## src/i3c_macros.svh

```systemverilog
////////////////////////////////////////////////////////////////////////////
// Widths and reset constants shared by the I2C front end
// Timing counts are in clk_i cycles and must be at least 1
////////////////////////////////////////////////////////////////////////////

`ifndef I3C_MACROS_SVH
`define I3C_MACROS_SVH

// Timing field and bus address widths
`define I3C_TIMING_W 20
`define I3C_ADDR_W 7

// Configuration port
`define I3C_CFG_DATA_W 32
`define I3C_CFG_IDX_W 2

// Input synchronizer depth
`define I3C_SYNC_STAGES 2

// Default SCL phases after reset
`define I3C_T_LOW_RST 50
`define I3C_T_HIGH_RST 50

`endif
```

## src/i3c_bus_pkg.sv

```systemverilog
////////////////////////////////////////////////////////////////////////////
// Bus state as seen by the peers, and the PHY mux codes
// Mux codes 1 and 3 (I3C) have no peer behind them
////////////////////////////////////////////////////////////////////////////

package i3c_bus_pkg;

  // One synchronized bus line
  typedef struct packed {
    logic value;
    logic pos_edge;
    logic neg_edge;
    logic stable_high;
  } bus_line_t;

  typedef struct packed {
    bus_line_t sda;
    bus_line_t scl;
    logic      start_det;
    logic      rstart_det;
    logic      stop_det;
    logic      busy;
  } bus_state_t;

  typedef enum logic [1:0] {
    mode_i2c_active  = 2'd0,
    mode_i3c_active  = 2'd1,
    mode_i2c_standby = 2'd2,
    mode_i3c_standby = 2'd3
  } phy_mode_e;

  // Both lines high and stable, no events
  parameter bus_line_t bus_line_idle = '{value: 1'b1, pos_edge: 1'b0,
                                         neg_edge: 1'b0, stable_high: 1'b1};
  parameter bus_state_t bus_idle_state = '{sda: bus_line_idle, scl: bus_line_idle,
                                           start_det: 1'b0, rstart_det: 1'b0,
                                           stop_det: 1'b0, busy: 1'b0};

endpackage

```

## src/i3c_cfg_pkg.sv

```systemverilog
////////////////////////////////////////////////////////////////////////////
// Configuration register index and the two views of a register word
// Index 3 is reserved and writes to it have no effect
////////////////////////////////////////////////////////////////////////////

`include "i3c_macros.svh"

package i3c_cfg_pkg;

  typedef enum logic [`I3C_CFG_IDX_W-1:0] {
    idx_ctrl   = 2'd0,
    idx_t_low  = 2'd1,
    idx_t_high = 2'd2,
    idx_rsvd   = 2'd3
  } cfg_idx_e;

  // CTRL: mode in bits 1:0, address in 8:2, valid in 9, enable in 10
  typedef struct packed {
    logic [`I3C_CFG_DATA_W-`I3C_ADDR_W-5:0] rsvd;
    logic                                    active_en;
    logic                                    static_addr_valid;
    logic [`I3C_ADDR_W-1:0]                  static_addr;
    i3c_bus_pkg::phy_mode_e                  phy_mode;
  } cfg_ctrl_t;

  // T_LOW and T_HIGH share this layout
  typedef struct packed {
    logic [`I3C_CFG_DATA_W-`I3C_TIMING_W-1:0] rsvd;
    logic [`I3C_TIMING_W-1:0]                 cycles;
  } cfg_timing_t;

  typedef union packed {
    cfg_ctrl_t   ctrl;
    cfg_timing_t timing;
  } cfg_word_u;

endpackage

```

## src/i3c_phy_if.sv

```systemverilog
////////////////////////////////////////////////////////////////////////////
// Link between the PHY select and one peer
// Pin drives are open drain, 1 releases the line
////////////////////////////////////////////////////////////////////////////

interface i3c_phy_if;

  i3c_bus_pkg::bus_state_t state;
  logic                    scl_drv;
  logic                    sda_drv;
  logic                    sel_od_pp;

  // Peer side sees the bus and drives the pins
  modport peer (
    input  state,
    output scl_drv,
    output sda_drv,
    output sel_od_pp
  );

  modport phy (
    output state,
    input  scl_drv,
    input  sda_drv,
    input  sel_od_pp
  );

endinterface

```

## src/i3c_frontend.sv

```systemverilog
////////////////////////////////////////////////////////////////////////////
// I2C front end: bus monitor, settings, active controller and standby target
// The mux code picks the peer on the pins; codes 1 and 3 leave the bus idle
// Pin outputs are open drain, 1 releases the line
////////////////////////////////////////////////////////////////////////////

`include "i3c_macros.svh"

module i3c_frontend (
  input  logic                       clk_i,
  input  logic                       arst_n_i,
  input  logic                       scl_i,
  input  logic                       sda_i,
  output logic                       scl_o,
  output logic                       sda_o,
  output logic                       sel_od_pp_o,
  input  logic                       cfg_we_i,
  input  logic [`I3C_CFG_IDX_W-1:0]  cfg_idx_i,
  input  logic [`I3C_CFG_DATA_W-1:0] cfg_wdata_i,
  input  logic                       cmd_valid_i,
  input  logic [`I3C_ADDR_W-1:0]     cmd_addr_i,
  input  logic                       cmd_rnw_i,
  output logic                       cmd_busy_o,
  output logic                       cmd_done_o,
  output logic                       cmd_nack_o,
  output logic                       bus_start_o,
  output logic                       bus_rstart_o,
  output logic                       bus_stop_o,
  output logic [`I3C_ADDR_W:0]       bus_addr_o,
  output logic                       bus_addr_valid_o
);

  i3c_bus_pkg::bus_state_t  bus;
  i3c_bus_pkg::phy_mode_e   phy_mode;
  logic [`I3C_TIMING_W-1:0] t_low;
  logic [`I3C_TIMING_W-1:0] t_high;
  logic [`I3C_ADDR_W-1:0]   target_addr;
  logic                     target_addr_valid;
  logic                     active_en;
  logic                     active_sel;

  i3c_phy_if active_phy ();
  i3c_phy_if target_phy ();

  bus_monitor u_bus_monitor (
    .clk_i,
    .arst_n_i,
    .scl_i,
    .sda_i,
    .state_o(bus)
  );

  configuration u_configuration (
    .clk_i,
    .arst_n_i,
    .cfg_we_i,
    .cfg_idx_i,
    .cfg_wdata_i,
    .phy_mode_o         (phy_mode),
    .t_low_o            (t_low),
    .t_high_o           (t_high),
    .target_addr_o      (target_addr),
    .target_addr_valid_o(target_addr_valid),
    .active_en_o        (active_en)
  );

  // Commands only while the controller owns the pins
  assign active_sel = active_en && (phy_mode == i3c_bus_pkg::mode_i2c_active);

  i2c_active_ctrl u_active_ctrl (
    .clk_i,
    .arst_n_i,
    .phy        (active_phy),
    .en_i       (active_sel),
    .t_low_i    (t_low),
    .t_high_i   (t_high),
    .cmd_valid_i,
    .cmd_addr_i,
    .cmd_rnw_i,
    .cmd_busy_o,
    .cmd_done_o,
    .cmd_nack_o
  );

  i2c_target_rx u_target_rx (
    .clk_i,
    .arst_n_i,
    .phy             (target_phy),
    .own_addr_i      (target_addr),
    .own_addr_valid_i(target_addr_valid),
    .addr_o          (bus_addr_o),
    .addr_valid_o    (bus_addr_valid_o)
  );

  always_comb begin : phy_select
    active_phy.state = i3c_bus_pkg::bus_idle_state;
    target_phy.state = i3c_bus_pkg::bus_idle_state;
    scl_o            = 1'b1;
    sda_o            = 1'b1;
    sel_od_pp_o      = 1'b0;
    case (phy_mode)
      i3c_bus_pkg::mode_i2c_active: begin
        active_phy.state = bus;
        scl_o            = active_phy.scl_drv;
        sda_o            = active_phy.sda_drv;
        sel_od_pp_o      = active_phy.sel_od_pp;
      end
      i3c_bus_pkg::mode_i2c_standby: begin
        target_phy.state = bus;
        scl_o            = target_phy.scl_drv;
        sda_o            = target_phy.sda_drv;
        sel_od_pp_o      = target_phy.sel_od_pp;
      end
      default: begin
      end
    endcase
  end

  assign bus_start_o  = bus.start_det;
  assign bus_rstart_o = bus.rstart_det;
  assign bus_stop_o   = bus.stop_det;

endmodule

```

## src/i2c_target_rx.sv

```systemverilog
////////////////////////////////////////////////////////////////////////////
// I2C target for the address phase: shifts in one byte after each START
// Every byte is reported, ACK is given only on a valid static address match
// SCL is never driven, so the target cannot stretch the clock
////////////////////////////////////////////////////////////////////////////

`include "i3c_macros.svh"

module i2c_target_rx (
  input  logic                   clk_i,
  input  logic                   arst_n_i,
  i3c_phy_if.peer                phy,
  input  logic [`I3C_ADDR_W-1:0] own_addr_i,
  input  logic                   own_addr_valid_i,
  output logic [`I3C_ADDR_W:0]   addr_o,
  output logic                   addr_valid_o
);

  typedef enum logic [1:0] {
    st_idle,
    st_addr,
    st_ack_wait,
    st_ack
  } state_e;

  state_e                 state_q;
  logic [2:0]             bit_cnt_q;
  logic [`I3C_ADDR_W-1:0] shift_q;
  logic [`I3C_ADDR_W:0]   addr_q;
  logic                   valid_q;
  logic [`I3C_ADDR_W:0]   byte_in;
  logic                   match;
  logic                   last_bit;

  // Byte as it stands once the current SDA bit is taken in
  assign byte_in  = {shift_q, phy.state.sda.value};
  assign match    = own_addr_valid_i && (byte_in[`I3C_ADDR_W:1] == own_addr_i);
  assign last_bit = (state_q == st_addr) && phy.state.scl.pos_edge && (bit_cnt_q == 3'd7);

  always_ff @(posedge clk_i or negedge arst_n_i) begin
    if (!arst_n_i) begin
      state_q   <= st_idle;
      bit_cnt_q <= '0;
      addr_q    <= '0;
      valid_q   <= 1'b0;
    end else begin
      valid_q <= last_bit;
      if (last_bit) begin
        addr_q <= byte_in;
      end
      if (phy.state.start_det || phy.state.rstart_det) begin
        state_q   <= st_addr;
        bit_cnt_q <= '0;
      end else if (phy.state.stop_det) begin
        state_q <= st_idle;
      end else begin
        case (state_q)
          st_addr: begin
            if (phy.state.scl.pos_edge) begin
              bit_cnt_q <= bit_cnt_q + 1'b1;
              if (bit_cnt_q == 3'd7) begin
                state_q <= match ? st_ack_wait : st_idle;
              end
            end
          end
          st_ack_wait: begin
            if (phy.state.scl.neg_edge) begin
              state_q <= st_ack;
            end
          end
          st_ack: begin
            if (phy.state.scl.neg_edge) begin
              state_q <= st_idle;
            end
          end
          default: begin
            state_q <= st_idle;
          end
        endcase
      end
    end
  end

  always_ff @(posedge clk_i) begin
    if (state_q == st_addr && phy.state.scl.pos_edge) begin
      shift_q <= byte_in[`I3C_ADDR_W-1:0];
    end
  end

  assign phy.scl_drv   = 1'b1;
  assign phy.sda_drv   = (state_q != st_ack);
  assign phy.sel_od_pp = 1'b0;

  assign addr_o       = addr_q;
  assign addr_valid_o = valid_q;

endmodule

```

## src/i2c_active_ctrl.sv

```systemverilog
////////////////////////////////////////////////////////////////////////////
// I2C controller for the address phase only: START, address + RnW, ACK, STOP
// SDA is sampled at mid high of the ninth clock, a high reports NACK
// Open drain throughout, no arbitration loss detection
////////////////////////////////////////////////////////////////////////////

`include "i3c_macros.svh"

module i2c_active_ctrl (
  input  logic                     clk_i,
  input  logic                     arst_n_i,
  i3c_phy_if.peer                  phy,
  input  logic                     en_i,
  input  logic [`I3C_TIMING_W-1:0] t_low_i,
  input  logic [`I3C_TIMING_W-1:0] t_high_i,
  input  logic                     cmd_valid_i,
  input  logic [`I3C_ADDR_W-1:0]   cmd_addr_i,
  input  logic                     cmd_rnw_i,
  output logic                     cmd_busy_o,
  output logic                     cmd_done_o,
  output logic                     cmd_nack_o
);

  typedef enum logic [2:0] {
    st_idle,
    st_start,
    st_bit_low,
    st_bit_high,
    st_ack,
    st_stop
  } state_e;

  state_e                   state_q;
  logic [`I3C_TIMING_W-1:0] cnt_q;
  logic [3:0]               bit_cnt_q;
  logic [1:0]               stop_ph_q;
  logic [`I3C_ADDR_W:0]     shift_q;
  logic                     done_q;
  logic                     nack_q;
  logic                     cnt_zero;
  logic                     scl_high;
  logic                     accept;

  assign cnt_zero = (cnt_q == '0);
  assign scl_high = phy.state.scl.value;
  assign accept   = cmd_valid_i && en_i && (state_q == st_idle);

  always_ff @(posedge clk_i or negedge arst_n_i) begin
    if (!arst_n_i) begin
      state_q   <= st_idle;
      cnt_q     <= '0;
      bit_cnt_q <= '0;
      stop_ph_q <= '0;
      done_q    <= 1'b0;
      nack_q    <= 1'b0;
    end else begin
      done_q <= 1'b0;
      if (!cnt_zero) begin
        cnt_q <= cnt_q - 1'b1;
      end
      case (state_q)
        st_idle: begin
          if (accept) begin
            state_q   <= st_start;
            cnt_q     <= t_high_i - 1'b1;
            bit_cnt_q <= '0;
          end
        end
        st_start: begin
          if (cnt_zero) begin
            state_q <= st_bit_low;
            cnt_q   <= t_low_i - 1'b1;
          end
        end
        st_bit_low: begin
          if (cnt_zero) begin
            state_q <= (bit_cnt_q == 4'd8) ? st_ack : st_bit_high;
            cnt_q   <= t_high_i - 1'b1;
          end
        end
        // High phase ends no earlier than the synchronized SCL high
        st_bit_high: begin
          if (cnt_zero && scl_high) begin
            state_q   <= st_bit_low;
            cnt_q     <= t_low_i - 1'b1;
            bit_cnt_q <= bit_cnt_q + 1'b1;
          end
        end
        st_ack: begin
          if (cnt_q == (t_high_i >> 1)) begin
            nack_q <= phy.state.sda.value;
          end
          if (cnt_zero && scl_high) begin
            state_q   <= st_stop;
            stop_ph_q <= '0;
            cnt_q     <= t_low_i - 1'b1;
          end
        end
        // Phases: SCL low, SCL high with SDA low, then bus free
        st_stop: begin
          if (cnt_zero) begin
            if (stop_ph_q == 2'd2) begin
              state_q <= st_idle;
              done_q  <= 1'b1;
            end else begin
              stop_ph_q <= stop_ph_q + 1'b1;
              cnt_q     <= t_high_i - 1'b1;
            end
          end
        end
        default: begin
          state_q <= st_idle;
        end
      endcase
    end
  end

  always_ff @(posedge clk_i) begin
    if (accept) begin
      shift_q <= {cmd_addr_i, cmd_rnw_i};
    end else if (state_q == st_bit_high && cnt_zero && scl_high) begin
      shift_q <= {shift_q[`I3C_ADDR_W-1:0], 1'b0};
    end
  end

  always_comb begin
    phy.scl_drv   = 1'b1;
    phy.sda_drv   = 1'b1;
    phy.sel_od_pp = 1'b0;
    case (state_q)
      st_start: begin
        phy.sda_drv = 1'b0;
      end
      st_bit_low: begin
        phy.scl_drv = 1'b0;
        phy.sda_drv = (bit_cnt_q == 4'd8) ? 1'b1 : shift_q[`I3C_ADDR_W];
      end
      st_bit_high: begin
        phy.sda_drv = shift_q[`I3C_ADDR_W];
      end
      st_stop: begin
        phy.scl_drv = (stop_ph_q != 2'd0);
        phy.sda_drv = (stop_ph_q == 2'd2);
      end
      default: begin
      end
    endcase
  end

  assign cmd_busy_o = (state_q != st_idle);
  assign cmd_done_o = done_q;
  assign cmd_nack_o = nack_q;

endmodule

```

## src/configuration.sv

```systemverilog
////////////////////////////////////////////////////////////////////////////
// Write-only settings registers, decoded per index through cfg_word_u
// A write is visible on the outputs the cycle after it is sampled
////////////////////////////////////////////////////////////////////////////

`include "i3c_macros.svh"

module configuration (
  input  logic                       clk_i,
  input  logic                       arst_n_i,
  input  logic                       cfg_we_i,
  input  logic [`I3C_CFG_IDX_W-1:0]  cfg_idx_i,
  input  logic [`I3C_CFG_DATA_W-1:0] cfg_wdata_i,
  output i3c_bus_pkg::phy_mode_e     phy_mode_o,
  output logic [`I3C_TIMING_W-1:0]   t_low_o,
  output logic [`I3C_TIMING_W-1:0]   t_high_o,
  output logic [`I3C_ADDR_W-1:0]     target_addr_o,
  output logic                       target_addr_valid_o,
  output logic                       active_en_o
);

  i3c_cfg_pkg::cfg_word_u wr_word;

  assign wr_word = cfg_wdata_i;

  always_ff @(posedge clk_i or negedge arst_n_i) begin
    if (!arst_n_i) begin
      phy_mode_o          <= i3c_bus_pkg::mode_i2c_active;
      t_low_o             <= `I3C_TIMING_W'(`I3C_T_LOW_RST);
      t_high_o            <= `I3C_TIMING_W'(`I3C_T_HIGH_RST);
      target_addr_o       <= '0;
      target_addr_valid_o <= 1'b0;
      active_en_o         <= 1'b0;
    end else if (cfg_we_i) begin
      case (i3c_cfg_pkg::cfg_idx_e'(cfg_idx_i))
        i3c_cfg_pkg::idx_ctrl: begin
          phy_mode_o          <= wr_word.ctrl.phy_mode;
          target_addr_o       <= wr_word.ctrl.static_addr;
          target_addr_valid_o <= wr_word.ctrl.static_addr_valid;
          active_en_o         <= wr_word.ctrl.active_en;
        end
        i3c_cfg_pkg::idx_t_low: begin
          t_low_o <= wr_word.timing.cycles;
        end
        i3c_cfg_pkg::idx_t_high: begin
          t_high_o <= wr_word.timing.cycles;
        end
        default: begin
        end
      endcase
    end
  end

endmodule

```

## src/bus_monitor.sv

```systemverilog
////////////////////////////////////////////////////////////////////////////
// Two-flop synchronizer and START / repeated START / STOP detector
// Events come I3C_SYNC_STAGES + 1 cycles after the pins, with no filtering
////////////////////////////////////////////////////////////////////////////

`include "i3c_macros.svh"

module bus_monitor (
  input  logic                    clk_i,
  input  logic                    arst_n_i,
  input  logic                    scl_i,
  input  logic                    sda_i,
  output i3c_bus_pkg::bus_state_t state_o
);

  logic [`I3C_SYNC_STAGES-1:0] scl_sync_q;
  logic [`I3C_SYNC_STAGES-1:0] sda_sync_q;
  logic                        scl_s;
  logic                        sda_s;
  logic                        scl_hi;
  logic                        sda_fall;
  logic                        sda_rise;
  i3c_bus_pkg::bus_state_t     state_q;

  function automatic i3c_bus_pkg::bus_line_t line_next(i3c_bus_pkg::bus_line_t prev,
                                                       logic cur);
    i3c_bus_pkg::bus_line_t nxt;
    nxt.value       = cur;
    nxt.pos_edge    = cur & ~prev.value;
    nxt.neg_edge    = ~cur & prev.value;
    nxt.stable_high = cur & prev.value;
    return nxt;
  endfunction

  assign scl_s = scl_sync_q[`I3C_SYNC_STAGES-1];
  assign sda_s = sda_sync_q[`I3C_SYNC_STAGES-1];

  // SCL high over two samples while SDA moves
  assign scl_hi   = scl_s & state_q.scl.value;
  assign sda_fall = ~sda_s & state_q.sda.value;
  assign sda_rise = sda_s & ~state_q.sda.value;

  always_ff @(posedge clk_i or negedge arst_n_i) begin
    if (!arst_n_i) begin
      scl_sync_q <= '1;
      sda_sync_q <= '1;
      state_q    <= i3c_bus_pkg::bus_idle_state;
    end else begin
      scl_sync_q         <= {scl_sync_q[`I3C_SYNC_STAGES-2:0], scl_i};
      sda_sync_q         <= {sda_sync_q[`I3C_SYNC_STAGES-2:0], sda_i};
      state_q.scl        <= line_next(state_q.scl, scl_s);
      state_q.sda        <= line_next(state_q.sda, sda_s);
      state_q.start_det  <= scl_hi & sda_fall & ~state_q.busy;
      state_q.rstart_det <= scl_hi & sda_fall & state_q.busy;
      state_q.stop_det   <= scl_hi & sda_rise;
      if (scl_hi && sda_fall) begin
        state_q.busy <= 1'b1;
      end else if (scl_hi && sda_rise) begin
        state_q.busy <= 1'b0;
      end
    end
  end

  assign state_o = state_q;

endmodule

```

## config.mk

```make
export PLATFORM = sky130hd
export DESIGN_NAME = i3c_frontend
export DESIGN_NICKNAME = d
export VERILOG_FILES = /design/src/i3c_bus_pkg.sv /design/src/i3c_cfg_pkg.sv /design/src/i3c_phy_if.sv /design/src/i3c_frontend.sv /design/src/i2c_target_rx.sv /design/src/i2c_active_ctrl.sv /design/src/configuration.sv /design/src/bus_monitor.sv
export VERILOG_INCLUDE_DIRS = /design/src
export SDC_FILE = /design/constraint.sdc
export NUM_CORES = 1
export LEC_CHECK = 0
export CORE_ASPECT_RATIO = 1.4
export CORE_MARGIN = 5
export CORE_UTILIZATION = 58
export CTS_CLUSTER_DIAMETER = 30
export DETAILED_ROUTE_END_ITERATION = 6
export DONT_BUFFER_PORTS = 1
export PLACE_DENSITY = 0.76
export SLEW_MARGIN = 20
export SYNTH_ARGS = -nofsm -noshare
export SYNTH_HDL_FRONTEND = slang
export SYNTH_SLANG_ARGS = --single-unit
```

## constraint.sdc

```tcl
create_clock -name clk_i -period 2.65 [get_ports clk_i]
set_input_delay 0.1325 -clock clk_i [delete_from_list [all_inputs] [get_ports clk_i]]
set_output_delay 0.1325 -clock clk_i [all_outputs]
set_load 0.1 [all_outputs]
```

==> impl_metrics.json <==
{
  "status": "finished with violations",
  "violations": "design-rule violations",
  "end_kind": "flip-flop",
  "cts-root-buf": "clkbuf_16",
  "track_usage_pct": 26.0,
  "cts_tree": "built",
  "post-place-ws_ns": -0.0776,
  "yosysTopAreaCellShare_pct": 35.9,
  "drive_gt1_share_pct": 23.5,
  "rows": 46,
  "p_leak_nw": 3.32,
  "grtUsageMet1_pct": 30.0,
  "async_flop_share_pct": 87.8,
  "synthFlopType": "dfrtp_1",
  "setup_ws_ns": 0.0811,
  "via_count": 5344,
  "routabilityCongestion": 0.907,
  "cts-buffers-inserted": 17,
  "area_growth_syn_to_layout_pct": 20.8,
  "fp.dieH_um": 137,
  "hp-start": "cfg_idx_i[1]",
  "finalMaxSlewViolations": 0,
  "whs_path_depth": 2,
  "crit_arrival_ns": 2.83,
  "core_region_area_um2": 11300,
  "maxCapViolCount": 0,
  "antenna_found_initial": 0,
  "grt-ovfl-total": 0,
  "grt_max_degree": 109,
  "rsz0062_at_grt": "true",
  "fp.dieW_um": 101,
  "grt_pass1_vias": 5624,
  "routed_wirelength_um": 17200,
  "cts_num_sinks": 123,
  "worstReg2RegEnd": "u_active_ctrl.cnt_q[13]",
  "antenna_cells": 0,
  "use_met2_pct": 44.8,
  "fmax_ghz": 0.389,
  "path_class": "reg2reg",
  "fin_nets": 771,
  "via_per_inst": 6.17,
  "synth_area_leader_cell": "dfrtp_1",
  "hpwl_um": 11800,
  "syn_area_um2": 6700,
  "period_share_pct": 96.9,
  "ios": 66,
  "synth-edff-count": 15,
  "clk_path_buf_depth": 2,
  "tns_ns": 0,
  "synth_warnings": 0,
  "start_kind": "flip-flop",
  "drc": 5,
  "numPortBuffers": 0,
  "yosysSeqAreaShare_pct": 47.3,
  "required_ns": 2.91,
  "vdd_drop_max_mv": 0.634,
  "hp-class": "in2reg",
  "post-route-util_pct": 71.4,
  "syn_avg_cell_area_um2": 10.5,
  "grt_util_met3_pct": 5.71,
  "drtPass1Iterations": 7,
  "path_max_fanout": 6,
  "fin_crit_ns": 2.57,
  "clk_latency_ns": 0.42,
  "drtIter0Drc": 395,
  "power_w": 0.00700,
  "setup_violations": 0,
  "busiest_layer": "met2",
  "p_per_area_nw_per_um2": 865,
  "die-area_um2": 13800,
  "grt_first_pass_wirelength_um": 28000,
  "min_to": "u_configuration.phy_mode_o[1]",
  "start_util_pct": 59.1,
  "r2r_cells": 8,
  "synth_area_leaders": "dfrtp_1 36%, mux2_2 9.1%, edfxtp_1 6.7%",
  "final_antenna_net_count": 0,
  "synth_nets": 702,
  "reg2reg_slack_ns": 0.08,
  "slew_headroom_pct": 34.5,
  "hold_violations": 0,
  "detail_route.wl_per_cell_um": 19.8,
  "ys_seq_elements": 123,
  "synth_cell_types": 64,
  "worst_pin_slew_ns": 0.978,
  "h-tree-depth": 4,
  "fin_skew_ns": 0.0117,
  "r2r_start": "u_active_ctrl.cnt_q[1]",
  "syn_inst": 640,
  "path_clk_slew_ns": 0.06
}
final cells by class:
class                           count  area, um^2
Clock buffer                       20         478
Clock inverter                     12         125
Fill cell                         766        3250
Inverter                           20        75.1
Multi-Input combinational cell    472        3380
Sequential cell                   123        3170
Tap cell                          144         180
Timing Repair Buffer               75         681
power breakdown:
part	leakage, nW	switching, W	internal (W)
combinational	1.57	0.00105	0.000937
clock	0.295	0.000924	0.00142
sequential	1.46	0.000414	0.00225
kinds of logic (layout without fill, tap and decap cells):
logic type	count (synthesis)	count (layout)	share of synthesized area (%)
multiplexers	59	59	9.83
adder cells (fa/ha/maj)	14	14	2.62
AO/OA/AOI/OAI	83	83	9.14
flip-flops	123	123	47.3
buffers and inverters	45	127	3.01
AND/OR/NAND/NOR	239	239	18.1
XOR/XNOR	76	76	9.94
other	1	1	0.0560
flip-flops by register name (all words and copies together), names as in the netlist, 3 cells and up:
signal and flops:
u_active_ctrl.state_q 3, u_target_rx.bit_cnt_q 3, u_target_rx.addr_o 8, u_active_ctrl.cnt_q 20
u_active_ctrl.shift_q 8, u_active_ctrl.bit_cnt_q 4, u_configuration.target_addr_o 7, u_configuration.t_low_o 20
u_configuration.t_high_o 20, u_bus_monitor.state_o 8, u_target_rx.shift_q 7
how the worst max path moves through the flow:
stage / from / endpoint / depth (start not counted) / slack (ns)
finish: u_active_ctrl.cnt_q[1] / u_active_ctrl.cnt_q[13] / 8 / 0.08
global route: u_active_ctrl.cnt_q[0] / u_active_ctrl.cnt_q[14] / 8 / -0.03
CTS: u_active_ctrl.cnt_q[1] / u_active_ctrl.cnt_q[13] / 8 / 0.001
detailed placement: u_active_ctrl.cnt_q[1] / u_active_ctrl.cnt_q[13] / 8 / -0.08
global placement: u_active_ctrl.cnt_q[0] / u_active_ctrl.cnt_q[11] / 8 / 0.08
floorplan: u_active_ctrl.cnt_q[11] / u_active_ctrl.shift_q[0] / 6 / 0.13
cells in the final DEF, fill, tap and decap left out, types with 3 or more instances in the layout:
master / netlist / layout
nor3b_1: 4 / 3
nor2_1: 42 / 41
a21oi_1: 12 / 12
o21a_1: 3 / 3
nor2b_1: 9 / 9
inv_1: 19 / 17
dlygate4sd3_1: 0 / 31
or2_2: 4 / 4
dfstp_2: 12 / 12
nand2b_1: 7 / 7
nand3_1: 8 / 8
or4_1: 5 / 3
o21bai_1: 3 / 3
a31oi_1: 5 / 4
nand4_1: 7 / 7
xnor2_1: 43 / 43
o21ai_0: 15 / 15
clkinv_4: 0 / 3
inv_6: 0 / 7
edfxtp_1: 15 / 15
ha_1: 14 / 13
a21o_1: 3 / 3
mux2i_1: 5 / 5
nor3_1: 19 / 19
o22ai_1: 6 / 6
xor2_1: 33 / 33
buf_4: 2 / 40
nand2_1: 83 / 83
dfrtp_1: 96 / 96
or4_4: 1 / 3
clkbuf_16: 0 / 18
o221ai_1: 11 / 11
nor4_1: 23 / 22
mux2_2: 54 / 54
o221ai_2: 3 / 3
or3_1: 11 / 11
nand3b_1: 4 / 4
per-stage QoR:
| step | hold WS (ns) | instance area [um^2] | std cells |
|---|---|---|---|
| floorplan | -0.163 | 6700 | 640 |
| global placement | -0.158 | 7070 | 799 |
| detailed placement | -0.157 | 7070 | 799 |
| CTS | 0.0996 | 8030 | 863 |
| global route | 0.117 | 8090 | 866 |
| finish | 0.112 | 8090 | 866 |
cells in the mapped netlist, drive strengths merged, types with 8 or more instances:
master / instances
dfrtp: 96
nand2: 83
mux2: 54
nor2: 43
xnor2: 43
xor2: 33
nor4: 24
inv: 19
nor3: 19
clkbuf: 18
o21ai: 17
edfxtp: 15
ha: 14
o221ai: 14
a21oi: 12
dfstp: 12
or3: 11
nor2b: 9
nand3: 8
worst max-delay path, stage by stage (launching register included):
cell and delay, ns:
dfrtp_1 0.40, inv_2 0.07, ha_2 0.18, or4b_4 0.47, nor4_4 0.35, a41oi_2 0.23, nor4b_4 0.39, buf_6 0.19
o221ai_1 0.13
routing by layer:
layer	up-vias	routed length [um]
li1	2434	-
met1	2604	6540
met2	241	8890
met3	65	978
met4	0	763
met5	-	0
timing repair:
item | CTS | global route
endpoints found under the setup margin | 13 | 16
pin swaps | 0 | 3
endpoints found under the hold margin | 169 | 0
setup buffers | 0 | 2
hold buffers | 32 | 0
resized for setup | 3 | 13
cloned | 0 | 1
No activity file was read; power rests on OpenSTA's default activity.
